--- src/rp_pkg.sv ---
`default_nettype none

package rp_pkg;

  //////////////////////////////////////////////////
  // samples
  //////////////////////////////////////////////////

  // converter resolution
  localparam int unsigned ADC_W = 14;

  // raw pin word, offset binary with negative slope
  typedef logic [ADC_W-1:0] adc_raw_t;
  // two's complement sample
  typedef logic signed [ADC_W-1:0] smp_t;

  //////////////////////////////////////////////////
  // calibration
  //////////////////////////////////////////////////

  // gain width, 8192 is unity
  localparam int unsigned CAL_MUL_W = 16;
  typedef logic signed [CAL_MUL_W-1:0] cal_mul_t;
  // offset, same scale as the sample
  typedef logic signed [ADC_W-1:0] cal_sum_t;

  // product back to sample scale
  localparam int unsigned CAL_SHIFT = 13;
  // product plus one bit of headroom for the offset add
  localparam int unsigned CAL_ACC_W = ADC_W + CAL_MUL_W + 1;

  // saturation bounds
  localparam smp_t SMP_MAX = smp_t'(8191);
  localparam smp_t SMP_MIN = smp_t'(-8192);

  //////////////////////////////////////////////////
  // acquisition
  //////////////////////////////////////////////////

  localparam int unsigned TS_W = 32;
  typedef logic [TS_W-1:0] ts_t;

  localparam int unsigned LEN_W = 16;
  typedef logic [LEN_W-1:0] len_t;

  // trigger pin hold-off after an accepted change
  localparam int unsigned DEB_CYCLES = 8;
  localparam int unsigned DEB_W = $clog2(DEB_CYCLES + 1);

  typedef enum logic [1:0] {
    ST_IDLE,
    ST_ARMED,
    ST_CAPTURE
  } acq_state_t;

endpackage

`default_nettype wire

--- src/acq_tmr_if.sv ---
`default_nettype none

interface acq_tmr_if import rp_pkg::*; ();

  // restart pulse, one cycle on trigger acceptance
  logic load;
  // post-trigger length, taken by the timer at load
  len_t len;
  // remaining count is one
  logic last;
  // free-running stamp
  ts_t  ts_now;
  // stamp latched at load
  ts_t  ts_trg;

  // state machine side
  modport fsm (
    output load,
    output len,
    input  last,
    input  ts_now,
    input  ts_trg
  );

  // timer side
  modport tmr (
    input  load,
    input  len,
    output last,
    output ts_now,
    output ts_trg
  );

endinterface

`default_nettype wire

--- src/linear_cal.sv ---
`default_nettype none

module linear_cal import rp_pkg::*; (
  input  wire logic     adc_clk,
  input  wire logic     top_rst,
  // sample in
  input  wire smp_t     smp_i,
  // gain and offset
  input  wire cal_mul_t mul_i,
  input  wire cal_sum_t sum_i,
  // calibrated sample, one cycle later
  output smp_t          smp_o
);

  // full precision product
  logic signed [ADC_W+CAL_MUL_W-1:0] prod;
  // scaled product plus offset, before clipping
  logic signed [CAL_ACC_W-1:0]       acc;

  //////////////////////////////////////////////////
  // gain and offset
  //////////////////////////////////////////////////

  always_comb begin
    prod = smp_i * mul_i;
    // arithmetic shift keeps the sign of the product
    acc  = (prod >>> CAL_SHIFT) + sum_i;
  end

  //////////////////////////////////////////////////
  // saturation into the output register
  //////////////////////////////////////////////////

  always_ff @(posedge adc_clk, posedge top_rst) begin
    if (top_rst) begin
      smp_o <= '0;
    end else if (acc > SMP_MAX) begin
      // clip high
      smp_o <= SMP_MAX;
    end else if (acc < SMP_MIN) begin
      // clip low
      smp_o <= SMP_MIN;
    end else begin
      smp_o <= smp_t'(acc);
    end
  end

  // clipped result keeps the sign of the unclipped sum, no wrap
  a_smp_range: assert property (
    @(posedge adc_clk) disable iff (top_rst)
    !$past(top_rst) |-> (smp_o[ADC_W-1] == $past(acc[CAL_ACC_W-1]))
  );

endmodule

`default_nettype wire

--- src/adc_frontend.sv ---
`default_nettype none

module adc_frontend import rp_pkg::*; (
  input  wire logic     adc_clk,
  input  wire logic     top_rst,
  // converter pins
  input  wire adc_raw_t adc_dat_i,
  // digital loopback
  input  wire logic     loop_en_i,
  input  wire smp_t     loop_smp_i,
  // calibration
  input  wire cal_mul_t mul_i,
  input  wire cal_sum_t sum_i,
  // calibrated sample
  output smp_t          smp_o
);

  // pin register output, already signed
  smp_t adc_smp;
  // calibration input after the loopback mux
  smp_t mux_smp;

  // input block register
  // msb kept, lower bits inverted for the negative slope
  always_ff @(posedge adc_clk, posedge top_rst) begin
    if (top_rst) begin
      adc_smp <= '0;
    end else begin
      adc_smp <= {adc_dat_i[ADC_W-1], ~adc_dat_i[ADC_W-2:0]};
    end
  end

  // loopback replaces the converter with the calibrated dac stream
  assign mux_smp = loop_en_i ? loop_smp_i : adc_smp;

  linear_cal i_linear_cal (
    .adc_clk (adc_clk),
    .top_rst (top_rst),
    .smp_i   (mux_smp),
    .mul_i   (mul_i),
    .sum_i   (sum_i),
    .smp_o   (smp_o)
  );

endmodule

`default_nettype wire

--- src/dac_backend.sv ---
`default_nettype none

module dac_backend import rp_pkg::*; (
  input  wire logic     adc_clk,
  input  wire logic     top_rst,
  // generator sample
  input  wire smp_t     gen_i,
  // calibration
  input  wire cal_mul_t mul_i,
  input  wire cal_sum_t sum_i,
  // calibrated sample, also feeds the loopback
  output smp_t          cal_o,
  // converter word
  output adc_raw_t      dac_dat_o
);

  linear_cal i_linear_cal (
    .adc_clk (adc_clk),
    .top_rst (top_rst),
    .smp_i   (gen_i),
    .mul_i   (mul_i),
    .sum_i   (sum_i),
    .smp_o   (cal_o)
  );

  // output register, signed to offset binary
  // converter has a negative slope, so lower bits flip too
  always_ff @(posedge adc_clk, posedge top_rst) begin
    if (top_rst) begin
      dac_dat_o <= '0;
    end else begin
      dac_dat_o <= {cal_o[ADC_W-1], ~cal_o[ADC_W-2:0]};
    end
  end

endmodule

`default_nettype wire

--- src/edge_debounce.sv ---
`default_nettype none

module edge_debounce import rp_pkg::*; (
  input  wire logic adc_clk,
  input  wire logic top_rst,
  // asynchronous trigger pin
  input  wire logic pin_i,
  // one cycle per accepted rise
  output logic      edge_o
);

  // synchronizer stages
  logic             sync0;
  logic             sync1;
  // debounced level and its previous value
  logic             lvl;
  logic             lvl_d;
  // hold-off countdown
  logic [DEB_W-1:0] hold;
  // change taken into the level
  logic             accept;

  // only a settled counter lets a new level through
  assign accept = (hold == '0) && (sync1 != lvl);

  //////////////////////////////////////////////////
  // sync, level and hold-off
  //////////////////////////////////////////////////

  always_ff @(posedge adc_clk, posedge top_rst) begin
    if (top_rst) begin
      sync0 <= 1'b0;
      sync1 <= 1'b0;
      lvl   <= 1'b0;
      lvl_d <= 1'b0;
      hold  <= '0;
    end else begin
      sync0 <= pin_i;
      sync1 <= sync0;
      lvl_d <= lvl;
      if (accept) begin
        lvl  <= sync1;
        // bounces inside this window are dropped
        hold <= DEB_W'(DEB_CYCLES);
      end else if (hold != '0) begin
        hold <= hold - 1'b1;
      end
    end
  end

  //////////////////////////////////////////////////
  // rising edge of the clean level
  //////////////////////////////////////////////////

  always_ff @(posedge adc_clk, posedge top_rst) begin
    if (top_rst) begin
      edge_o <= 1'b0;
    end else begin
      edge_o <= lvl & ~lvl_d;
    end
  end

  // each pulse sits at the start of a running hold-off
  a_edge_single: assert property (
    @(posedge adc_clk) disable iff (top_rst)
    edge_o |-> (hold == DEB_W'(DEB_CYCLES - 1))
  );

endmodule

`default_nettype wire

--- src/acq_timer.sv ---
`default_nettype none

module acq_timer import rp_pkg::*; (
  input  wire logic adc_clk,
  input  wire logic top_rst,
  // link to the acquisition FSM
  acq_tmr_if.tmr    tmr
);

  // samples still to capture, including the current one
  len_t cnt;

  //////////////////////////////////////////////////
  // time stamp
  //////////////////////////////////////////////////

  always_ff @(posedge adc_clk, posedge top_rst) begin
    if (top_rst) begin
      tmr.ts_now <= '0;
      tmr.ts_trg <= '0;
    end else begin
      // free running, wraps
      tmr.ts_now <= tmr.ts_now + 1'b1;
      // stamp of the cycle that accepted the trigger
      if (tmr.load) begin
        tmr.ts_trg <= tmr.ts_now;
      end
    end
  end

  //////////////////////////////////////////////////
  // post-trigger counter
  //////////////////////////////////////////////////

  always_ff @(posedge adc_clk, posedge top_rst) begin
    if (top_rst) begin
      cnt <= '0;
    end else if (tmr.load) begin
      // restart at the configured length
      cnt <= tmr.len;
    end else if (cnt != '0) begin
      // one sample consumed per cycle, stops at zero
      cnt <= cnt - 1'b1;
    end
  end

  // final sample of the capture
  assign tmr.last = (cnt == len_t'(1));

endmodule

`default_nettype wire

--- src/acq_fsm.sv ---
`default_nettype none

module acq_fsm import rp_pkg::*; (
  input  wire logic adc_clk,
  input  wire logic top_rst,
  // control
  input  wire logic arm_i,
  input  wire logic sw_trg_i,
  input  wire logic ext_edge_i,
  input  wire len_t post_len_i,
  // calibrated sample stream
  input  wire smp_t smp_i,
  // timer link
  acq_tmr_if.fsm    tmr,
  // captured stream and status
  output smp_t      acq_dat_o,
  output logic      acq_vld_o,
  output logic      acq_done_o,
  output logic      acq_busy_o,
  output logic      trg_out_o,
  output ts_t       acq_ts_o
);

  acq_state_t state;
  acq_state_t state_nxt;
  // trigger taken this cycle
  logic       trg_acc;

  // triggers count only while armed
  assign trg_acc = (state == ST_ARMED) && (sw_trg_i || ext_edge_i);

  // timer restarts on acceptance with the current length
  assign tmr.load = trg_acc;
  assign tmr.len  = post_len_i;

  //////////////////////////////////////////////////
  // next state
  //////////////////////////////////////////////////

  always_comb begin
    state_nxt = state;
    unique case (state)
      ST_IDLE:    if (arm_i) state_nxt = ST_ARMED;
      ST_ARMED:   if (trg_acc) state_nxt = ST_CAPTURE;
      // leave after the final sample
      ST_CAPTURE: if (tmr.last) state_nxt = ST_IDLE;
      default:    state_nxt = ST_IDLE;
    endcase
  end

  //////////////////////////////////////////////////
  // state and registered outputs
  //////////////////////////////////////////////////

  always_ff @(posedge adc_clk, posedge top_rst) begin
    if (top_rst) begin
      state      <= ST_IDLE;
      acq_vld_o  <= 1'b0;
      acq_busy_o <= 1'b0;
      trg_out_o  <= 1'b0;
      acq_dat_o  <= '0;
    end else begin
      state      <= state_nxt;
      // valid follows the capture state exactly
      acq_vld_o  <= (state_nxt == ST_CAPTURE);
      acq_busy_o <= (state_nxt != ST_IDLE);
      trg_out_o  <= trg_acc;
      // first sample is the one present at acceptance
      if (state_nxt == ST_CAPTURE) begin
        acq_dat_o <= smp_i;
      end
    end
  end

  // done marks the last valid sample
  assign acq_done_o = acq_vld_o & tmr.last;
  assign acq_ts_o   = tmr.ts_trg;

  // zero length would never raise last
  a_len_nonzero: assert property (
    @(posedge adc_clk) disable iff (top_rst)
    tmr.load |-> (post_len_i != '0)
  );

  // a frame opens one stamp after the accepted trigger
  a_vld_stamp: assert property (
    @(posedge adc_clk) disable iff (top_rst)
    $rose(acq_vld_o) |-> (tmr.ts_trg == tmr.ts_now - 1'b1)
  );

endmodule

`default_nettype wire

--- src/rp_analog_top.sv ---
`default_nettype none

module rp_analog_top import rp_pkg::*; (
  input  wire logic     adc_clk,
  input  wire logic     top_rst,
  // converter input and generator sample
  input  wire adc_raw_t adc_dat_i,
  input  wire smp_t     dac_gen_i,
  input  wire logic     loop_en_i,
  // calibration
  input  wire cal_mul_t adc_cal_mul_i,
  input  wire cal_mul_t dac_cal_mul_i,
  input  wire cal_sum_t adc_cal_sum_i,
  input  wire cal_sum_t dac_cal_sum_i,
  // acquisition control
  input  wire logic     ext_trg_i,
  input  wire logic     sw_trg_i,
  input  wire logic     arm_i,
  input  wire len_t     post_len_i,
  // converter output
  output adc_raw_t      dac_dat_o,
  // captured stream and status
  output smp_t          acq_dat_o,
  output logic          acq_vld_o,
  output logic          acq_done_o,
  output logic          acq_busy_o,
  output logic          trg_out_o,
  output ts_t           acq_ts_o
);

  // calibrated samples
  smp_t adc_smp;
  smp_t dac_smp;
  // debounced external trigger
  logic ext_edge;

  acq_tmr_if i_tmr_if ();

  //////////////////////////////////////////////////
  // analog datapath
  //////////////////////////////////////////////////

  dac_backend i_dac_backend (
    .adc_clk   (adc_clk),
    .top_rst   (top_rst),
    .gen_i     (dac_gen_i),
    .mul_i     (dac_cal_mul_i),
    .sum_i     (dac_cal_sum_i),
    .cal_o     (dac_smp),
    .dac_dat_o (dac_dat_o)
  );

  // calibrated dac sample doubles as the loopback source
  adc_frontend i_adc_frontend (
    .adc_clk    (adc_clk),
    .top_rst    (top_rst),
    .adc_dat_i  (adc_dat_i),
    .loop_en_i  (loop_en_i),
    .loop_smp_i (dac_smp),
    .mul_i      (adc_cal_mul_i),
    .sum_i      (adc_cal_sum_i),
    .smp_o      (adc_smp)
  );

  //////////////////////////////////////////////////
  // acquisition
  //////////////////////////////////////////////////

  edge_debounce i_edge_debounce (
    .adc_clk (adc_clk),
    .top_rst (top_rst),
    .pin_i   (ext_trg_i),
    .edge_o  (ext_edge)
  );

  acq_timer i_acq_timer (
    .adc_clk (adc_clk),
    .top_rst (top_rst),
    .tmr     (i_tmr_if.tmr)
  );

  acq_fsm i_acq_fsm (
    .adc_clk    (adc_clk),
    .top_rst    (top_rst),
    .arm_i      (arm_i),
    .sw_trg_i   (sw_trg_i),
    .ext_edge_i (ext_edge),
    .post_len_i (post_len_i),
    .smp_i      (adc_smp),
    .tmr        (i_tmr_if.fsm),
    .acq_dat_o  (acq_dat_o),
    .acq_vld_o  (acq_vld_o),
    .acq_done_o (acq_done_o),
    .acq_busy_o (acq_busy_o),
    .trg_out_o  (trg_out_o),
    .acq_ts_o   (acq_ts_o)
  );

endmodule

`default_nettype wire

--- config.mk ---
export PLATFORM = sky130hd
export DESIGN_NAME = rp_analog_top
export DESIGN_NICKNAME = d
export VERILOG_FILES = /design/src/rp_pkg.sv /design/src/acq_tmr_if.sv /design/src/linear_cal.sv /design/src/adc_frontend.sv /design/src/dac_backend.sv /design/src/edge_debounce.sv /design/src/acq_timer.sv /design/src/acq_fsm.sv /design/src/rp_analog_top.sv
export SDC_FILE = /design/constraint.sdc
export NUM_CORES = 2
export LEC_CHECK = 0
export BUFFER_PORTS_ARGS = -buffer_cell sky130_fd_sc_hd__buf_2
export CAP_MARGIN = 20
export CELL_PAD_IN_SITES_DETAIL_PLACEMENT = 0
export CELL_PAD_IN_SITES_GLOBAL_PLACEMENT = 1
export CORE_MARGIN = 4
export CORE_UTILIZATION = 45
export CTS_CLUSTER_SIZE = 28
export DETAILED_ROUTE_END_ITERATION = 7
export PLACE_DENSITY = 0.83
export SLEW_MARGIN = 20
export SYNTH_ARGS = -nofsm -noshare
export SYNTH_HDL_FRONTEND = slang
export SYNTH_SLANG_ARGS = --single-unit
--- constraint.sdc ---
create_clock -name adc_clk -period 8.95 [get_ports adc_clk]
set_clock_uncertainty 0.05 [all_clocks]
set_input_delay 0.4475 -clock adc_clk [delete_from_list [all_inputs] [get_ports adc_clk]]
set_output_delay 0.4475 -clock adc_clk [all_outputs]
set_load 0.05 [all_outputs]
### After elaboration in Yosys (flattened, before gate mapping)

Cells that the tools add are included.

| cells by class | value |
|---|---|
| divide/modulo/power cells | 0 |
| reductions and logical operators | 10 |
| shifts and indexed selects | 0 |
| add/subtract/negate cells | 5 |
| order comparisons | 4 |
| bitwise logic cells | 5 |
| equal/unequal tests | 5 |
| multipliers | 2 |
| multiplexer cells | 13 |

Operators with widths:

| kind | count |
|---|---|
| $mux 14 | 5 |
| $mul 14x16->30 | 2 |
| $add 17x14->18 | 2 |
| $gt 18x14->1 const B | 2 |
| $lt 18x14->1 const B | 2 |
| $add 32x1->32 const B | 1 |
| $mux 16 | 2 |
| $not 13->13 | 2 |
| $eq 16x1->1 const B | 1 |
| $reduce_bool 16->1 | 1 |
| $sub 16x1->16 const B | 1 |
| $mux 4 | 2 |
| $mux 2 | 3 |
| $pmux 2 s3 | 1 |
| $reduce_bool 2->1 | 3 |
| $eq 2x2->1 const B | 2 |
| $logic_not 4->1 | 1 |
| $reduce_bool 4->1 | 1 |
| $sub 4x1->4 const B | 1 |
| $and 1x1->1 | 2 |
| $eq 2x1->1 const B | 1 |
| $logic_and 1x1->1 | 2 |
| $logic_not 2->1 | 1 |
| $logic_or 1x1->1 | 1 |
| other kinds (2) | 2 |

| storage, ports and cells | value |
|---|---|
| register bits after elaboration | 164 |
| memory bits (read-only) | 0 |
| bits of input ports | 110 |
| memories kept | 0 |
| memory bits (writable) | 0 |
| latch bits | 0 |

### Logic depth before layout (Yosys ltp)

| depth | value |
|---|---|
| word-level depth | 6 |
| gate-level depth with buffers | 37 |
| gate-level depth less buffers | 33 |

### Cells and area by module

A second synthesis with hierarchy kept.

| unflattened totals | value |
|---|---|
| cell total of the unflattened synthesis | 2545 |
| area, all modules | 24872.6 um^2 |

Modules (own cells, without submodules):

| module | times used | area each (um^2) | seq. area each (um^2) | cells each |
|---|---|---|---|---|
| linear_cal (i_adc_frontend.i_linear_cal) | 1 | 9460.3 | 350.3 | 1046 |
| linear_cal (i_dac_backend.i_linear_cal) | 1 | 9367.7 | 350.3 | 1015 |
| acq_timer | 1 | 3588.4 | 2001.9 | 291 |
| acq_fsm | 1 | 1118.6 | 475.5 | 95 |
| adc_frontend | 1 | 571.8 | 350.3 | 43 |
| dac_backend | 1 | 402.9 | 350.3 | 28 |
| edge_debounce | 1 | 362.8 | 225.2 | 27 |

### Worst setup path after synthesis

OpenSTA, ideal clock, no wires.

| timing | value |
|---|---|
| path type | input-to-reg |
| start point | in loop_en_i |
| end point | reg i_adc_frontend.i_linear_cal.smp_o[3] |
| path buffers | 4 |
| library setup time | 0.132 ns |
| stages | 36 |
| arrival | 8.917 ns |
| path slack | -0.149 ns |
| required time | 8.768 ns |
| cells stage by stage | buf_6 clkbuf_1 mux2i_1 clkbuf_1 nor2b_1 fa_1 inv_1 fa_1 inv_1 fa_1 inv_1 fa_1 inv_1 fa_1 fa_1 ha_1 a2111oi_0 o31ai_1 a211oi_1 nor3_1 a21oi_1 nor2b_1 o21a_1 nor2_1 xnor2_1 ha_1 o21ai_1 a21oi_1 a31oi_2 o21ai_2 a21o_1 o41a_1 xnor2_1 o41ai_2 buf_2 o21ai_0 |

| between the ends | value |
|---|---|
| word-level cells in the longest chain between the ends | 6 |
| elaborated cells on any way between the ends | 7 |
| those cells by class | add/sub (1); mul (1); order compare (2); mux (3) |

RTL lines:

| what | RTL line | source |
|---|---|---|
| start: declaration | rp_analog_top.sv:9 | `input wire logic loop_en_i,` |
| $mux 14 (*) | adc_frontend.sv:34 | `assign mux_smp = loop_en_i ? loop_smp_i : adc_smp;` |
| $mul 14x16->30 (*) | linear_cal.sv:25 | `prod = smp_i * mul_i;` |
| $add 17x14->18 (*) | linear_cal.sv:27 | `acc = (prod >>> CAL_SHIFT) + sum_i;` |
| $lt 18x14->1 | linear_cal.sv:40 | `end else if (acc < SMP_MIN) begin` |
| $mux 14 | linear_cal.sv:40 |  |
| $mux 14 (*) | linear_cal.sv:37 | `end else if (acc > SMP_MAX) begin` |
| end signal: assignment | linear_cal.sv:44 | `smp_o <= smp_t'(acc);` |
| end: declaration | linear_cal.sv:12 | `output smp_t smp_o` |

Mark *: on every way between the ends. The rest lies on a longest branch, timed or not.
A chain may end at the register's enable or synchronous reset.

### Final worst setup path

| timing | value |
|---|---|
| start point | in loop_en_i |
| end point | reg i_adc_frontend.i_linear_cal.smp_o[4] |

The elaborated chain is that of the path after synthesis.

==> results.json <==
{
  "outcome": "finished, final reports clean",
  "fin_crit_ps": 8589,
  "yosys_warnings": 0,
  "die_area_sq_mm": 0.05683,
  "worstMarginPinSlew_ps": 761.3,
  "nFillCells": 4785,
  "synth_most_common_cell": "inv_1",
  "core_area_sq_mm": 0.05255,
  "cpMostUsedCell": "fa_1",
  "synth_flop_cell": "dfrtp_1",
  "ys_ff_latch": 164,
  "synth_top_area_cell": "fa_1",
  "slew-limit-headroom_pct": 49.24,
  "fp-row-count": 84,
  "syn_to_final_growth_pct": 10.54,
  "cap_violations": 0,
  "ys_seq_area_share_pct": 17.18,
  "hpwl_microns": 48530,
  "startpoint_type": "primary input",
  "gr-total-overflow": 0,
  "place_ws_ps": -222.4,
  "hp-class": "primary input to flop",
  "clk_latency_ps": 430,
  "start_util_pct": 45.45,
  "muxShareOfSynthArea_pct": 3.038,
  "worstSetupPathType": "primary input to flop",
  "dr.pass1.iters": 5,
  "synth.distinct_cells": 70,
  "die_w_microns": 238.4,
  "synth_top_area_share_pct": 36.71,
  "numCtsBuffers": 17,
  "top_level_ports": 174,
  "drtIter0Drc": 789,
  "grt_pass1_wl_microns": 94360,
  "syn_area_per_cell_sq_um": 9.846,
  "track_usage_pct": 20.84,
  "ctsHoldBuffers": 0,
  "grt_pass1_vias": 17890,
  "finalCritPeriodShare_pct": 95.97,
  "io_buffers": 173,
  "arrival_ps": 8860,
  "dpl_cell_area_sq_mm": 0.02559,
  "rsz0062_at_grt": "no",
  "setup_ws_ps": 360.8,
  "syn_nets": 3149,
  "drtAntennaViolNets": 0,
  "via_per_inst": 5.073,
  "totalWireLength_microns": 58280,
  "slew_violations": 0,
  "synth_cells": 2426,
  "die-height_microns": 238.4,
  "crit_required_ps": 9220,
  "ys_top_cells_by_count": "530 x inv_1, 438 x fa_1, 214 x nand2_1",
  "hold_viol": 0,
  "synth_compound_area_share_pct": 5.683,
  "cp_slowest_cell": "xnor2_1",
  "drc": 0,
  "finalSetupViolations": 0,
  "drive_gt1_share_pct": 13.21,
  "endpoint_kind": "flop",
  "synth_area_leaders": "fa_1 37%, dfrtp_1 17%, ha_1 9.2%",
  "cts.clk_slew.worst_paths_ps": 60,
  "cts.path.max_buffers": 2,
  "cts_sinks": 164,
  "vias": 16630,
  "h-tree-depth": 4,
  "clockRootBuffer": "clkbuf_16",
  "gp_congestion": 0.9206,
  "synth_edf_count": 0,
  "syn-cell-area_sq_mm": 0.02389,
  "synthAdderAreaFrac_pct": 45.88,
  "fmax_mhz": 116.4,
  "wl_per_cell_microns": 17.78,
  "synth-simple-area-share_pct": 14.43,
  "path_max_fanout": 16,
  "nNetsFinal": 3299,
  "cts_tree": "built",
  "fin_area_sq_mm": 0.02641,
  "synthXorXnorAreaFrac_pct": 4.143,
  "synth_top_family_by_area": "adder cells",
  "antenna_found_initial": 2,
  "async_reset_ff_share_pct": 100.0,
  "slowest_delay_ps": 570,
  "grt_max_degree": 86
}
per-layer routing:
| layer | track usage, % | routed length [microns] |
|---|---|---|
| met2 | 36.44 | 29370 |
| met5 | 0 | 27 |
| met3 | 2.300 | 2441 |
| met1 | 27.62 | 24570 |
| met4 | 6.069 | 1863 |
what timing repair did:
item                       4_1_cts  5_1_grt
pin swaps                        0        5
setup buffers                    0        1
gates cloned                     0        1
setup endpoints to repair        1       15
gates resized for setup          1       25
critical path, delay by kind of cell:
| family | cells | cell delay, ps |
|---|---|---|
| simple gates | 5 | 710 |
| mux | 1 | 500 |
| xor+xnor | 1 | 570 |
| buf+inv | 5 | 540 |
| compound gates | 11 | 2340 |
| fa+ha+maj | 8 | 3710 |
stage by stage:
step / TNS [ps] / hold slack (ps) / util (%) / instances
detailed placement: -1417 / 287.3 / 48.70 / 3243
floorplan: 0 / 281.2 / - / 2426
global placement: 0 / 291.0 / 48.70 / 3243
CTS: 0 / 71.83 / 49.95 / 3275
finish: 0 / 82.80 / 50.25 / 3278
global route: 0 / 70.85 / 50.24 / 3277
final timing paths:
check	startpoint	cells past startpoint	end	slack, ps
max	loop_en_i	31	i_adc_frontend.i_linear_cal.smp_o[4]	360
min	adc_dat_i[13]	1	i_adc_frontend.adc_smp[13]	80
max reg2reg	i_adc_frontend.adc_smp[5]	29	i_adc_frontend.i_linear_cal.smp_o[4]	400
min reg2reg	i_edge_debounce.sync0	0	i_edge_debounce.sync1	300
max in group asynchronous	top_rst	3	i_acq_timer.tmr.ts_now[27]	7520
min in group asynchronous	top_rst	2	i_acq_fsm.acq_dat_o[3]	120
flip-flops by register name (all words and copies together) (netlist names), 2 cells and up:
signal and flops:
i_edge_debounce.hold 4, i_dac_backend.i_linear_cal.smp_o 14, i_acq_fsm.acq_dat_o 14, i_acq_timer.cnt 16, i_acq_timer.tmr.ts_now 32, i_adc_frontend.adc_smp 14, i_dac_backend.dac_dat_o 14, i_acq_fsm.state 2
i_adc_frontend.i_linear_cal.smp_o 14, i_acq_timer.tmr.ts_trg 32
logic make-up (layout without fill, tap and decap cells):
kind of cell,after synthesis,count (layout)
adders and majority gates,613,613
xor gates and xnor gates,113,113
buffers and inverters,607,769
muxes,63,63
DFF,164,164
other,0,1
AOI/OAI and AO/OA,203,204
and+or+nand+nor,663,663
final cells by class:
class	instances	area [sq um]	share of cell area (%)
tap	688	860.8	3.260
sequential	164	4104	15.54
clock buffer	20	446.7	1.692
multi-input combinational	1656	17640	66.79
antenna	1	2.502	0.009477
timing repair buffer	206	1155	4.374
inverter	531	1998	7.567
clock inverter	12	202.7	0.7676
placed cells by master (no fill, tap or decap), types with 17 or more instances in the layout:
| cell type | instances |
|---|---|
| a21oi_1 | 41 |
| and2_1 | 161 |
| buf_2 | 173 |
| buf_4 | 29 |
| clkbuf_16 | 17 |
| dfrtp_1 | 164 |
| fa_1 | 438 |
| ha_1 | 175 |
| inv_1 | 529 |
| mux2_2 | 48 |
| nand2_1 | 214 |
| nand2b_1 | 20 |
| nor2_1 | 72 |
| nor2b_1 | 93 |
| nor3_1 | 25 |
| o21a_1 | 18 |
| o21ai_0 | 57 |
| xnor2_1 | 78 |
| xor2_1 | 31 |
Power is left out: the tool's default activity adds up to more than one toggle a clock period on the data nets, which glitch-free logic cannot reach.
